[src/source/rv32_fetch_pkg.sv]
// RV32 fetch subsystem shared definitions
// Word and address types, BTB index and instruction bus FSM states
package rv32_fetch_pkg;

    // Data carried on the instruction bus
    typedef logic [31:0] word_t;

    // Byte address, also used for the PC and branch targets
    typedef logic [31:0] addr_t;

    // BTB index taken from pc[4:2]
    // 8 entries, one per word slot in a 32-byte window
    typedef logic [2:0] btb_idx_t;

    // States of the four-phase req/ack transfer
    typedef enum logic [1:0] {
        IDLE,         // No transfer, free to latch an address
        REQ,          // req high, waiting for ack
        WAIT_ACK_LOW  // Word captured, waiting for ack to drop
    } bus_state_t;

    // addi x0, x0, 0
    // Sent to execute in place of a faulted or misaligned fetch
    localparam word_t NOP_INSTR = 32'h00000013;

endpackage
[src/source/fetch_subsystem.sv]
// Instruction fetch subsystem top level
// Connects fetch stage, bus port, BTB and hazard unit to the outside
`timescale 1ns/1ps

module fetch_subsystem #(
    parameter rv32_fetch_pkg::addr_t RESET_PC    = 32'h80000000,
    parameter bit                    BUS_SWAP    = 1'b0,
    parameter int                    BTB_ENTRIES = 8
) (
    input  logic                  CLK,
    input  logic                  nRST,
    // Instruction bus
    output logic                  imem_req,
    output rv32_fetch_pkg::addr_t imem_addr,
    input  logic                  imem_ack,
    input  logic                  imem_error,
    input  rv32_fetch_pkg::word_t imem_rdata,
    // From execute
    input  logic                  redirect,
    input  rv32_fetch_pkg::addr_t redirect_target,
    input  logic                  trap,
    input  rv32_fetch_pkg::addr_t trap_pc,
    input  logic                  bp_update,
    input  logic                  bp_taken,
    input  rv32_fetch_pkg::addr_t bp_pc,
    input  rv32_fetch_pkg::addr_t bp_target,
    input  logic                  out_stall,
    // To execute
    output logic                  ex_valid,
    output logic                  ex_prediction,
    output logic                  ex_mal_insn,
    output logic                  ex_fault_insn,
    output rv32_fetch_pkg::word_t ex_instr,
    output rv32_fetch_pkg::addr_t ex_pc,
    output rv32_fetch_pkg::addr_t ex_pc4,
    output rv32_fetch_pkg::addr_t ex_fault_addr
);
    import rv32_fetch_pkg::*;

    addr_t pc, fetch_addr, predict_target;
    word_t fetch_rdata;
    logic  fetch_ren, fetch_done, fetch_err, bus_busy, mal_fetch;
    logic  predict_taken;
    logic  pc_en, fex_stall, fex_flush, drop_resp;

    fetch_stage #(.RESET_PC(RESET_PC)) fetch_stage_i (
        .CLK, .nRST,
        .pc_en, .fex_stall, .fex_flush, .drop_resp,
        .trap, .redirect, .trap_pc, .redirect_target,
        .predict_taken, .predict_target,
        .fetch_done, .fetch_err, .fetch_rdata, .fetch_addr, .fetch_ren,
        .pc, .mal_fetch,
        .ex_valid, .ex_instr, .ex_pc, .ex_pc4, .ex_prediction,
        .ex_mal_insn, .ex_fault_insn, .ex_fault_addr
    );

    imem_port #(.BUS_SWAP(BUS_SWAP)) imem_port_i (
        .CLK, .nRST,
        .fetch_ren, .fetch_addr, .fetch_done, .fetch_err, .bus_busy, .fetch_rdata,
        .imem_req, .imem_addr, .imem_ack, .imem_error, .imem_rdata
    );

    branch_predictor #(.BTB_ENTRIES(BTB_ENTRIES)) branch_predictor_i (
        .CLK, .nRST,
        .pc, .predict_taken, .predict_target,
        .bp_update, .bp_taken, .bp_pc, .bp_target
    );

    fetch_hazard_unit fetch_hazard_unit_i (
        .CLK, .nRST,
        .fetch_done, .mal_fetch, .bus_busy, .out_stall, .redirect, .trap,
        .pc_en, .fex_stall, .fex_flush, .drop_resp
    );

endmodule

[src/source/fetch_hazard_unit.sv]
// Fetch hazard unit
// Decides PC enable, register stall and flush, and tracks responses
// that must be thrown away after a redirect
`timescale 1ns/1ps

module fetch_hazard_unit (
    input  logic CLK,
    input  logic nRST,
    input  logic fetch_done,
    input  logic mal_fetch,
    input  logic bus_busy,
    input  logic out_stall,
    input  logic redirect,
    input  logic trap,
    output logic pc_en,
    output logic fex_stall,
    output logic fex_flush,
    output logic drop_resp
);

    logic flush;
    logic drop_q;  // Old-path word still on its way

    assign flush = redirect | trap;

    // Set when a redirect meets a busy bus, cleared when that word arrives
    always_ff @(posedge CLK, negedge nRST) begin
        if (!nRST) begin
            drop_q <= 1'b0;
        end else if (flush && bus_busy) begin
            drop_q <= 1'b1;
        end else if (fetch_done) begin
            drop_q <= 1'b0;
        end
    end

    assign drop_resp = drop_q;
    assign fex_flush = flush;
    assign fex_stall = out_stall & ~flush;  // Flush wins over back-pressure

    // Advance on a finished entry, or jump on redirect
    assign pc_en = flush | ((fetch_done | mal_fetch) & ~out_stall & ~drop_q);

    // A pending drop always has a transfer or held word behind it
    a_drop_needs_busy : assert property (
        @(posedge CLK) disable iff (!nRST) drop_resp |-> bus_busy
    ) else $error("drop_resp set with the instruction bus idle");

endmodule

[src/source/branch_predictor.sv]
// Branch target buffer
// Direct mapped, looked up combinationally on the current PC
// and written by execute when a branch resolves
`timescale 1ns/1ps

module branch_predictor #(
    parameter int BTB_ENTRIES = 8
) (
    input  logic                  CLK,
    input  logic                  nRST,
    // Lookup
    input  rv32_fetch_pkg::addr_t pc,
    output logic                  predict_taken,
    output rv32_fetch_pkg::addr_t predict_target,
    // Update from execute
    input  logic                  bp_update,
    input  logic                  bp_taken,
    input  rv32_fetch_pkg::addr_t bp_pc,
    input  rv32_fetch_pkg::addr_t bp_target
);
    import rv32_fetch_pkg::*;

    localparam int TAG_W = 27;  // pc[31:5]

    // Index width is fixed by the package type
    if (BTB_ENTRIES != (1 << $bits(btb_idx_t))) begin : g_size_check
        $error("BTB_ENTRIES does not match the btb_idx_t width");
    end

    logic [BTB_ENTRIES-1:0] valid_q;
    logic [TAG_W-1:0]       tag_mem [BTB_ENTRIES];
    addr_t                  target_mem [BTB_ENTRIES];

    btb_idx_t         rd_idx, wr_idx;
    logic [TAG_W-1:0] rd_tag, wr_tag;
    logic             upd_match;

    assign rd_idx = pc[4:2];
    assign rd_tag = pc[31:5];
    assign wr_idx = bp_pc[4:2];
    assign wr_tag = bp_pc[31:5];

    // Hit means predict taken
    assign predict_taken  = valid_q[rd_idx] && (tag_mem[rd_idx] == rd_tag);
    assign predict_target = target_mem[rd_idx];

    // Only drop the entry if it belongs to this branch
    assign upd_match = valid_q[wr_idx] && (tag_mem[wr_idx] == wr_tag);

    always_ff @(posedge CLK, negedge nRST) begin
        if (!nRST) begin
            valid_q <= '0;
        end else if (bp_update) begin
            if (bp_taken) begin
                valid_q[wr_idx] <= 1'b1;
            end else if (upd_match) begin
                valid_q[wr_idx] <= 1'b0;  // Not taken, fall back to pc+4
            end
        end
    end

    always_ff @(posedge CLK) begin
        if (bp_update && bp_taken) begin
            tag_mem[wr_idx]    <= wr_tag;
            target_mem[wr_idx] <= bp_target;
        end
    end

endmodule

[src/source/imem_port.sv]
// Instruction bus master
// Runs the four-phase req/ack handshake, captures the word and bus error,
// and holds the word until the fetch stage takes it
`timescale 1ns/1ps

module imem_port #(
    parameter bit BUS_SWAP = 1'b0
) (
    input  logic                  CLK,
    input  logic                  nRST,
    // Fetch stage side
    input  logic                  fetch_ren,
    input  rv32_fetch_pkg::addr_t fetch_addr,
    output logic                  fetch_done,
    output logic                  fetch_err,
    output logic                  bus_busy,
    output rv32_fetch_pkg::word_t fetch_rdata,
    // External bus
    output logic                  imem_req,
    output rv32_fetch_pkg::addr_t imem_addr,
    input  logic                  imem_ack,
    input  logic                  imem_error,
    input  rv32_fetch_pkg::word_t imem_rdata
);
    import rv32_fetch_pkg::*;

    bus_state_t state;
    logic       resp_valid;  // Captured word not yet taken
    addr_t      addr_q;
    word_t      rdata_in;

    generate
        if (BUS_SWAP) begin : g_swap
            // Reverse byte lanes
            assign rdata_in = {imem_rdata[7:0], imem_rdata[15:8],
                               imem_rdata[23:16], imem_rdata[31:24]};
        end else begin : g_no_swap
            assign rdata_in = imem_rdata;
        end
    endgenerate

    always_ff @(posedge CLK, negedge nRST) begin
        if (!nRST) begin
            state      <= IDLE;
            resp_valid <= 1'b0;
        end else begin
            case (state)
                IDLE:         if (fetch_ren && !resp_valid) state <= REQ;
                REQ:          if (imem_ack) state <= WAIT_ACK_LOW;
                WAIT_ACK_LOW: if (!imem_ack) state <= IDLE;  // Phase 4 done
                default:      state <= IDLE;
            endcase
            if (state == REQ && imem_ack) begin
                resp_valid <= 1'b1;
            end else if (fetch_done) begin
                resp_valid <= 1'b0;
            end
        end
    end

    // Address held for the whole transfer, data sampled on first ack
    always_ff @(posedge CLK) begin
        if (state == IDLE && fetch_ren && !resp_valid) addr_q <= fetch_addr;
        if (state == REQ && imem_ack) begin
            fetch_rdata <= rdata_in;
            fetch_err   <= imem_error;
        end
    end

    assign imem_req   = (state == REQ);
    assign imem_addr  = addr_q;
    assign fetch_done = resp_valid & fetch_ren;  // Held back while stalled
    assign bus_busy   = (state == REQ) | resp_valid;  // A word is still owed

    a_addr_stable : assert property (
        @(posedge CLK) disable iff (!nRST) imem_req |=> !imem_req || $stable(imem_addr)
    ) else $error("imem_addr changed during a transfer");

endmodule

[src/source/fetch_stage.sv]
// Instruction fetch stage
// Holds the PC, picks the next PC by priority and loads the fetch/execute
// register, squashing faulted or misaligned entries to a NOP
`timescale 1ns/1ps

module fetch_stage #(
    parameter rv32_fetch_pkg::addr_t RESET_PC = 32'h80000000
) (
    input  logic                  CLK,
    input  logic                  nRST,
    // Hazard unit
    input  logic                  pc_en,
    input  logic                  fex_stall,
    input  logic                  fex_flush,
    input  logic                  drop_resp,
    // Redirects from execute
    input  logic                  trap,
    input  logic                  redirect,
    input  rv32_fetch_pkg::addr_t trap_pc,
    input  rv32_fetch_pkg::addr_t redirect_target,
    // Branch predictor
    input  logic                  predict_taken,
    input  rv32_fetch_pkg::addr_t predict_target,
    // Instruction bus port
    input  logic                  fetch_done,
    input  logic                  fetch_err,
    input  rv32_fetch_pkg::word_t fetch_rdata,
    output rv32_fetch_pkg::addr_t fetch_addr,
    output logic                  fetch_ren,
    output rv32_fetch_pkg::addr_t pc,
    output logic                  mal_fetch,
    // Fetch/execute register
    output logic                  ex_valid,
    output rv32_fetch_pkg::word_t ex_instr,
    output rv32_fetch_pkg::addr_t ex_pc,
    output rv32_fetch_pkg::addr_t ex_pc4,
    output logic                  ex_prediction,
    output logic                  ex_mal_insn,
    output logic                  ex_fault_insn,
    output rv32_fetch_pkg::addr_t ex_fault_addr
);
    import rv32_fetch_pkg::*;

    addr_t pc4, npc;
    logic  fault_insn;
    logic  entry_done;  // An entry is ready for the register this cycle
    logic  ex_load;

    assign pc4 = pc + 32'd4;

    // Trap beats redirect beats a BTB hit beats sequential
    assign npc = trap          ? trap_pc :
                 redirect      ? redirect_target :
                 predict_taken ? predict_target :
                 pc4;

    always_ff @(posedge CLK, negedge nRST) begin
        if (!nRST) begin
            pc <= RESET_PC;
        end else if (pc_en) begin
            pc <= npc;
        end
    end

    assign mal_fetch  = (pc[1:0] != 2'b00);
    assign fetch_addr = pc;
    // Misaligned pc never requests, but a stale word still has to drain
    assign fetch_ren  = (~mal_fetch | drop_resp) & ~fex_stall & ~fex_flush;

    assign fault_insn = fetch_done & fetch_err;  // Bus error on this word
    assign entry_done = (fetch_done | mal_fetch) & ~drop_resp;
    assign ex_load    = entry_done & ~fex_stall & ~fex_flush;

    // Valid bit, bubble when nothing completes
    always_ff @(posedge CLK, negedge nRST) begin
        if (!nRST) begin
            ex_valid <= 1'b0;
        end else if (fex_flush) begin
            ex_valid <= 1'b0;  // Kill whatever was fetched down the old path
        end else if (!fex_stall) begin
            ex_valid <= entry_done;
        end
    end

    // Payload of the fetch/execute register
    always_ff @(posedge CLK) begin
        if (ex_load) begin
            ex_instr      <= (mal_fetch | fault_insn) ? NOP_INSTR : fetch_rdata;
            ex_pc         <= pc;
            ex_pc4        <= pc4;
            ex_prediction <= predict_taken;
            ex_mal_insn   <= mal_fetch;
            ex_fault_insn <= fault_insn;
            ex_fault_addr <= pc;  // Kept for the trap handler
        end
    end

    // Nothing from the old path may reach execute right after a flush
    a_no_valid_after_flush : assert property (
        @(posedge CLK) disable iff (!nRST) fex_flush |=> !ex_valid
    ) else $error("ex_valid set in the cycle after a flush");

endmodule

[config.mk]
export PLATFORM = sky130hd
export DESIGN_NAME = fetch_subsystem
export DESIGN_NICKNAME = d
export VERILOG_FILES = /design/src/source/rv32_fetch_pkg.sv /design/src/source/fetch_subsystem.sv /design/src/source/fetch_hazard_unit.sv /design/src/source/branch_predictor.sv /design/src/source/imem_port.sv /design/src/source/fetch_stage.sv
export SDC_FILE = /design/constraint.sdc
export NUM_CORES = 1
export LEC_CHECK = 0
export BUFFER_PORTS_ARGS = -buffer_cell sky130_fd_sc_hd__buf_2
export CAP_MARGIN = 20
export CORE_MARGIN = 2
export CORE_UTILIZATION = 56
export DETAILED_ROUTE_END_ITERATION = 16
export GPL_TIMING_DRIVEN = 0
export PLACE_DENSITY = 0.74
export SLEW_MARGIN = 30
export SYNTH_ARGS = -nofsm -noshare
export SYNTH_HDL_FRONTEND = slang
export SYNTH_SLANG_ARGS = --single-unit
[constraint.sdc]
create_clock -name CLK -period 10.8 [get_ports CLK]
set_clock_uncertainty 0.1 [all_clocks]
set_input_delay 1.08 -clock CLK [delete_from_list [all_inputs] [get_ports CLK]]
set_output_delay 1.08 -clock CLK [all_outputs]
set_load 0.02 [all_outputs]
==> summary.log <==
INFO  run_status     outcome=completed
INFO  pwr            net-switching-power=0.00151W
INFO  synth          synth_top_flop_cell=edfxtp_1
INFO  run            drv_cap=0
INFO  setup_path     setup.worst_path.start_class=flip-flop
INFO  floorplan      start_util=56.3%
INFO  sta            unrepaired_setup_endpoints_after_global_routing=no
INFO  synth          synthesis.yosys.warnings=0
INFO  grt            grt_pass1_wl=122,000um
INFO  floorplan      ios=334
INFO  grt            first_global_vias=18,200
INFO  synth          synth-edff-count=634
INFO  grt            overflow=0
INFO  floorplan      floorplan.die.width=231um
INFO  drt            route.detailed.vias_per_inst=6.47
INFO  final_layout   finalCoreUtilization=67.5%
INFO  floorplan      die_y=231um
INFO  clock_network  cts-htree-levels=3
INFO  setup_path     timing.critical_path.to_type=flip-flop
INFO  pwr            powerDensity=178nW/um^2
INFO  sta            max_freq=197MHz
INFO  drt            post_drt_wl_per_cell=29.9um
INFO  sta            final.setup.tns=0ps
INFO  setup_path     timing.rr.end=fetch_stage_i.fetch_addr[4]
INFO  drt            num_vias=18,400
INFO  final_layout   regArea=20,200um^2
INFO  pwr            sequentialPowerShare=49.9%
INFO  synth          yosysUniqueCellTypes=61
INFO  clock_network  ctsHoldBuffers=0
INFO  setup_path     crit_path_max_fanout=10
INFO  clock_network  clock_tree.root_cell=clkbuf_16
INFO  setup_path     critical_path.endpoint=fetch_stage_i.fetch_addr[4]
INFO  placement      port_buffers=328
INFO  setup_path     critical-path-max-stage-delay=800ps
INFO  sta            finalWorstSetupSlack=5720ps
INFO  setup_path     crit-reg2reg-launch=fetch_stage_i.fetch_addr[4]
INFO  clock_network  numClockSinks=679
INFO  synth          async_reset_ff_share=6.63%
INFO  placement      hpwl=61,200um
INFO  sta            hold_violations=0
INFO  final_layout   fillerInstances=3,350
INFO  clock_network  cts_setup_buffers=0
INFO  drt            postRouteAntennaNets=0
INFO  synth          synthMostInstantiatedCell=edfxtp_1
INFO  sta            measured_slew_at_the_worst_slew_check_pin=1060ps
INFO  setup_path     crit_slowest_cell=clkbuf_1
INFO  synth          ys_seq_elements=679
INFO  setup_path     worst_ep_required_time=11,170ps
INFO  setup_path     reg2reg_depth=11
INFO  pwr            p_sw_share=24.6%
INFO  setup_path     crit_start=fetch_stage_i.fetch_addr[4]
INFO  setup_path     setup.worst_path.class=flip-flop to flip-flop
INFO  final_layout   final_nets=2,275
INFO  setup_path     path_cells=buf_2 -> clkbuf_1 -> mux4_2 -> mux2i_1 -> xnor2_1 -> nand4_1 -> a2111oi_2 -> buf_2 -> nand3_1 -> mux2i_1 -> a21oi_1
INFO  synth          portion_of_the_post_synthesis_area_used_by_sequential_elements=70.2%
INFO  synth          postSynthCellCount=1,621
INFO  final_layout   finish.instance_area=34,400um^2
INFO  placement      pre_cts_slack=5500ps
INFO  synth          synth.avg_cell_area=17.7um^2
INFO  synth          synth.top_cells.by_area=edfxtp_1 66%, mux4_2 11%, dfrtp_1 3.8%
INFO  clock_network  post_cts.resized_instances=0
INFO  grt            aggregate_global_route_resource_usage=32.1%
INFO  floorplan      rows=83
INFO  pwr            power_frac_comb=12.0%
INFO  clock_network  tritoncts=yes
INFO  placement      gp_congestion=0.941
INFO  floorplan      die_area=53,100um^2
INFO  synth          synth_top_cells_by_count=634 x edfxtp_1, 136 x mux4_2, 105 x mux2i_1
INFO  sta            timing.final.crit_share=47.1%
INFO  grt            grt_start_max_net_pins=46
INFO  clock_network  cts.reportedPaths.clkPinSlew=60ps
INFO  drt            initialDrtViolationCount=2,441
INFO  setup_path     reg2reg_setup_slack=5720ps
INFO  pwr            power.clock.fraction=38.1%
INFO  drt            drcViolationCount=0
INFO  pwr            power.ir.vdd_worst=115uV
INFO  sta            timing.final.setup_violations=0
INFO  clock_network  cts_max_path_buffers=3
INFO  drt            detail_route.first_pass.iterations=6
INFO  placement      placed_cell_area=32,200um^2
INFO  setup_path     cp_data_arrival_time=5450ps
INFO  final_layout   multi_input_comb_area=7810um^2
INFO  final_layout   post_route_cells_drive_above_1_share=35.0%
INFO  min_path       hp-class=flip-flop to flip-flop
INFO  pwr            intPower=0.00463W
INFO  sta            finalWorstPathRequiredPeriod=5080ps
INFO  grt            grt_antenna_before_repair=6
INFO  sta            holdWs=382ps
INFO  synth          post-synth-top-area-fraction=66.3%
INFO  final_layout   area.growth.synth_to_final=19.7%
INFO  synth          synth_largest_area_cell=edfxtp_1
INFO  pwr            cell_leakage_power=12.3nW
INFO  synth          synthesis.nets=1,791
INFO  floorplan      design.core.area=51,000um^2
INFO  clock_network  worstSkewPairLatency=600ps
INFO  sta            slew_headroom=29.7%
INFO  synth          mappedNetlistArea=28,700um^2
INFO  drt            route.final.wire_length=84,900um
INFO  sta            final-max-slew-violation-count=0
INFO  clock_network  tritoncts.num_buffers=70
[cells in the final DEF, fill, tap and decap left out, types with 14 or more instances in the layout]
cell       synthesis  layout
a21oi_1           73      73
a221oi_1          18      18
a41oi_1           28      28
and2_1            36      35
buf_1             18      17
buf_16             0      14
buf_2             29     375
buf_4             40      83
buf_6              8      14
clkbuf_1          42      62
clkbuf_16          0      70
dfrtp_1           44      44
edfxtp_1         634     634
inv_1             15      15
mux2i_1          105     105
mux4_2           136     136
nand2_1           38      38
nand3_1           17      17
nand4_1           24      24
nor2_1            31      27
o21ai_1           28      28
o22ai_1           34      34
xnor2_1           42      42
xor2_1            28      28
[cell families (layout without fill, tap and decap cells)]
kind of cell    count (synthesis)  in the layout  synth area share [%]
flops                         679            679                  70.2
simple gates                  214            214                  4.18
compound gates                249            249                  5.76
buf+inv                       154            691                  2.87
mux                           254            254                  14.8
other cells                     0              5                     0
fa+ha+maj                       1              1                0.0435
xor+xnor                       70             70                  2.13
[state kept, by name (all words and copies together), names as in the netlist, 2 cells and up, named ones only]
register,flops
branch_predictor_i.tag_mem,216
fetch_stage_i.ex_pc4,32
branch_predictor_i.target_mem,256
fetch_stage_i.ex_pc,30
fetch_stage_i.fetch_addr,32
imem_port_i.state,2
fetch_stage_i.ex_instr,32
imem_port_i.imem_addr,32
imem_port_i.fetch_rdata,32
[how the worst min path moves through the flow]
stage               slack [ps]                        to                   startpoint  depth (start not counted)
finish                     380    fetch_stage_i.ex_pc[9]  fetch_stage_i.fetch_addr[9]                          0
global route               390    fetch_stage_i.ex_pc[9]  fetch_stage_i.fetch_addr[9]                          0
CTS                        390    fetch_stage_i.ex_pc[9]  fetch_stage_i.fetch_addr[9]                          0
global placement           370  imem_port_i.imem_addr[9]  fetch_stage_i.fetch_addr[9]                          0
detailed placement         370  imem_port_i.imem_addr[5]  fetch_stage_i.fetch_addr[5]                          0
floorplan                  340    fetch_stage_i.ex_pc[4]  fetch_stage_i.fetch_addr[4]                          0
[routing by layer]
| layer | track usage, % | part of all wire (%) | up-vias |
|---|---|---|---|
| met5 | 0 | 0.022 | - |
| met4 | 14.3 | 4.9 | 4 |
| met3 | 7.81 | 12 | 254 |
| met2 | 50.6 | 47 | 1498 |
| met1 | 42.8 | 36 | 9106 |
| li1 | - | - | 7542 |
[area by class of cell]
class | count | area share [%]
Tap cell | 680 | 2.47
Antenna cell | 5 | 0.0364
Clock buffer | 94 | 5.47
Inverter | 17 | 0.185
Multi-Input combinational cell | 788 | 22.7
Clock inverter | 31 | 0.880
Timing Repair Buffer | 412 | 7.42
Buffer | 137 | 2.21
Sequential cell | 679 | 58.6
[power groups by stage]
stage | clock network, W | logic, W | registers, W
after floorplan | 0 | 0.000426 | 0.00310
after global placement | 0 | 0.000688 | 0.00312
after detailed placement | 0 | 0.000721 | 0.00312
after CTS | 0.00235 | 0.000727 | 0.00306
after global routing | 0.00246 | 0.000773 | 0.00307
final | 0.00234 | 0.000737 | 0.00306
[critical path: cells and delay by family, from the launching register on]
kind                      cells  cell delay (ps)
buffers and inverters         3             1510
muxes                         3             1380
AOI/OAI and AO/OA             2              890
DFF                           1              430
and+or+nand+nor               2              420
xor gates and xnor gates      1              190
[per-stage QoR]
step	total power (W)	cells
after global placement	0.00381	2629
after detailed placement	0.00384	2713
after CTS	0.00614	2838
after floorplan	0.00353	1621
final	0.00614	2843
after global routing	0.00630	2840
No activity file was read; power rests on OpenSTA's default activity.
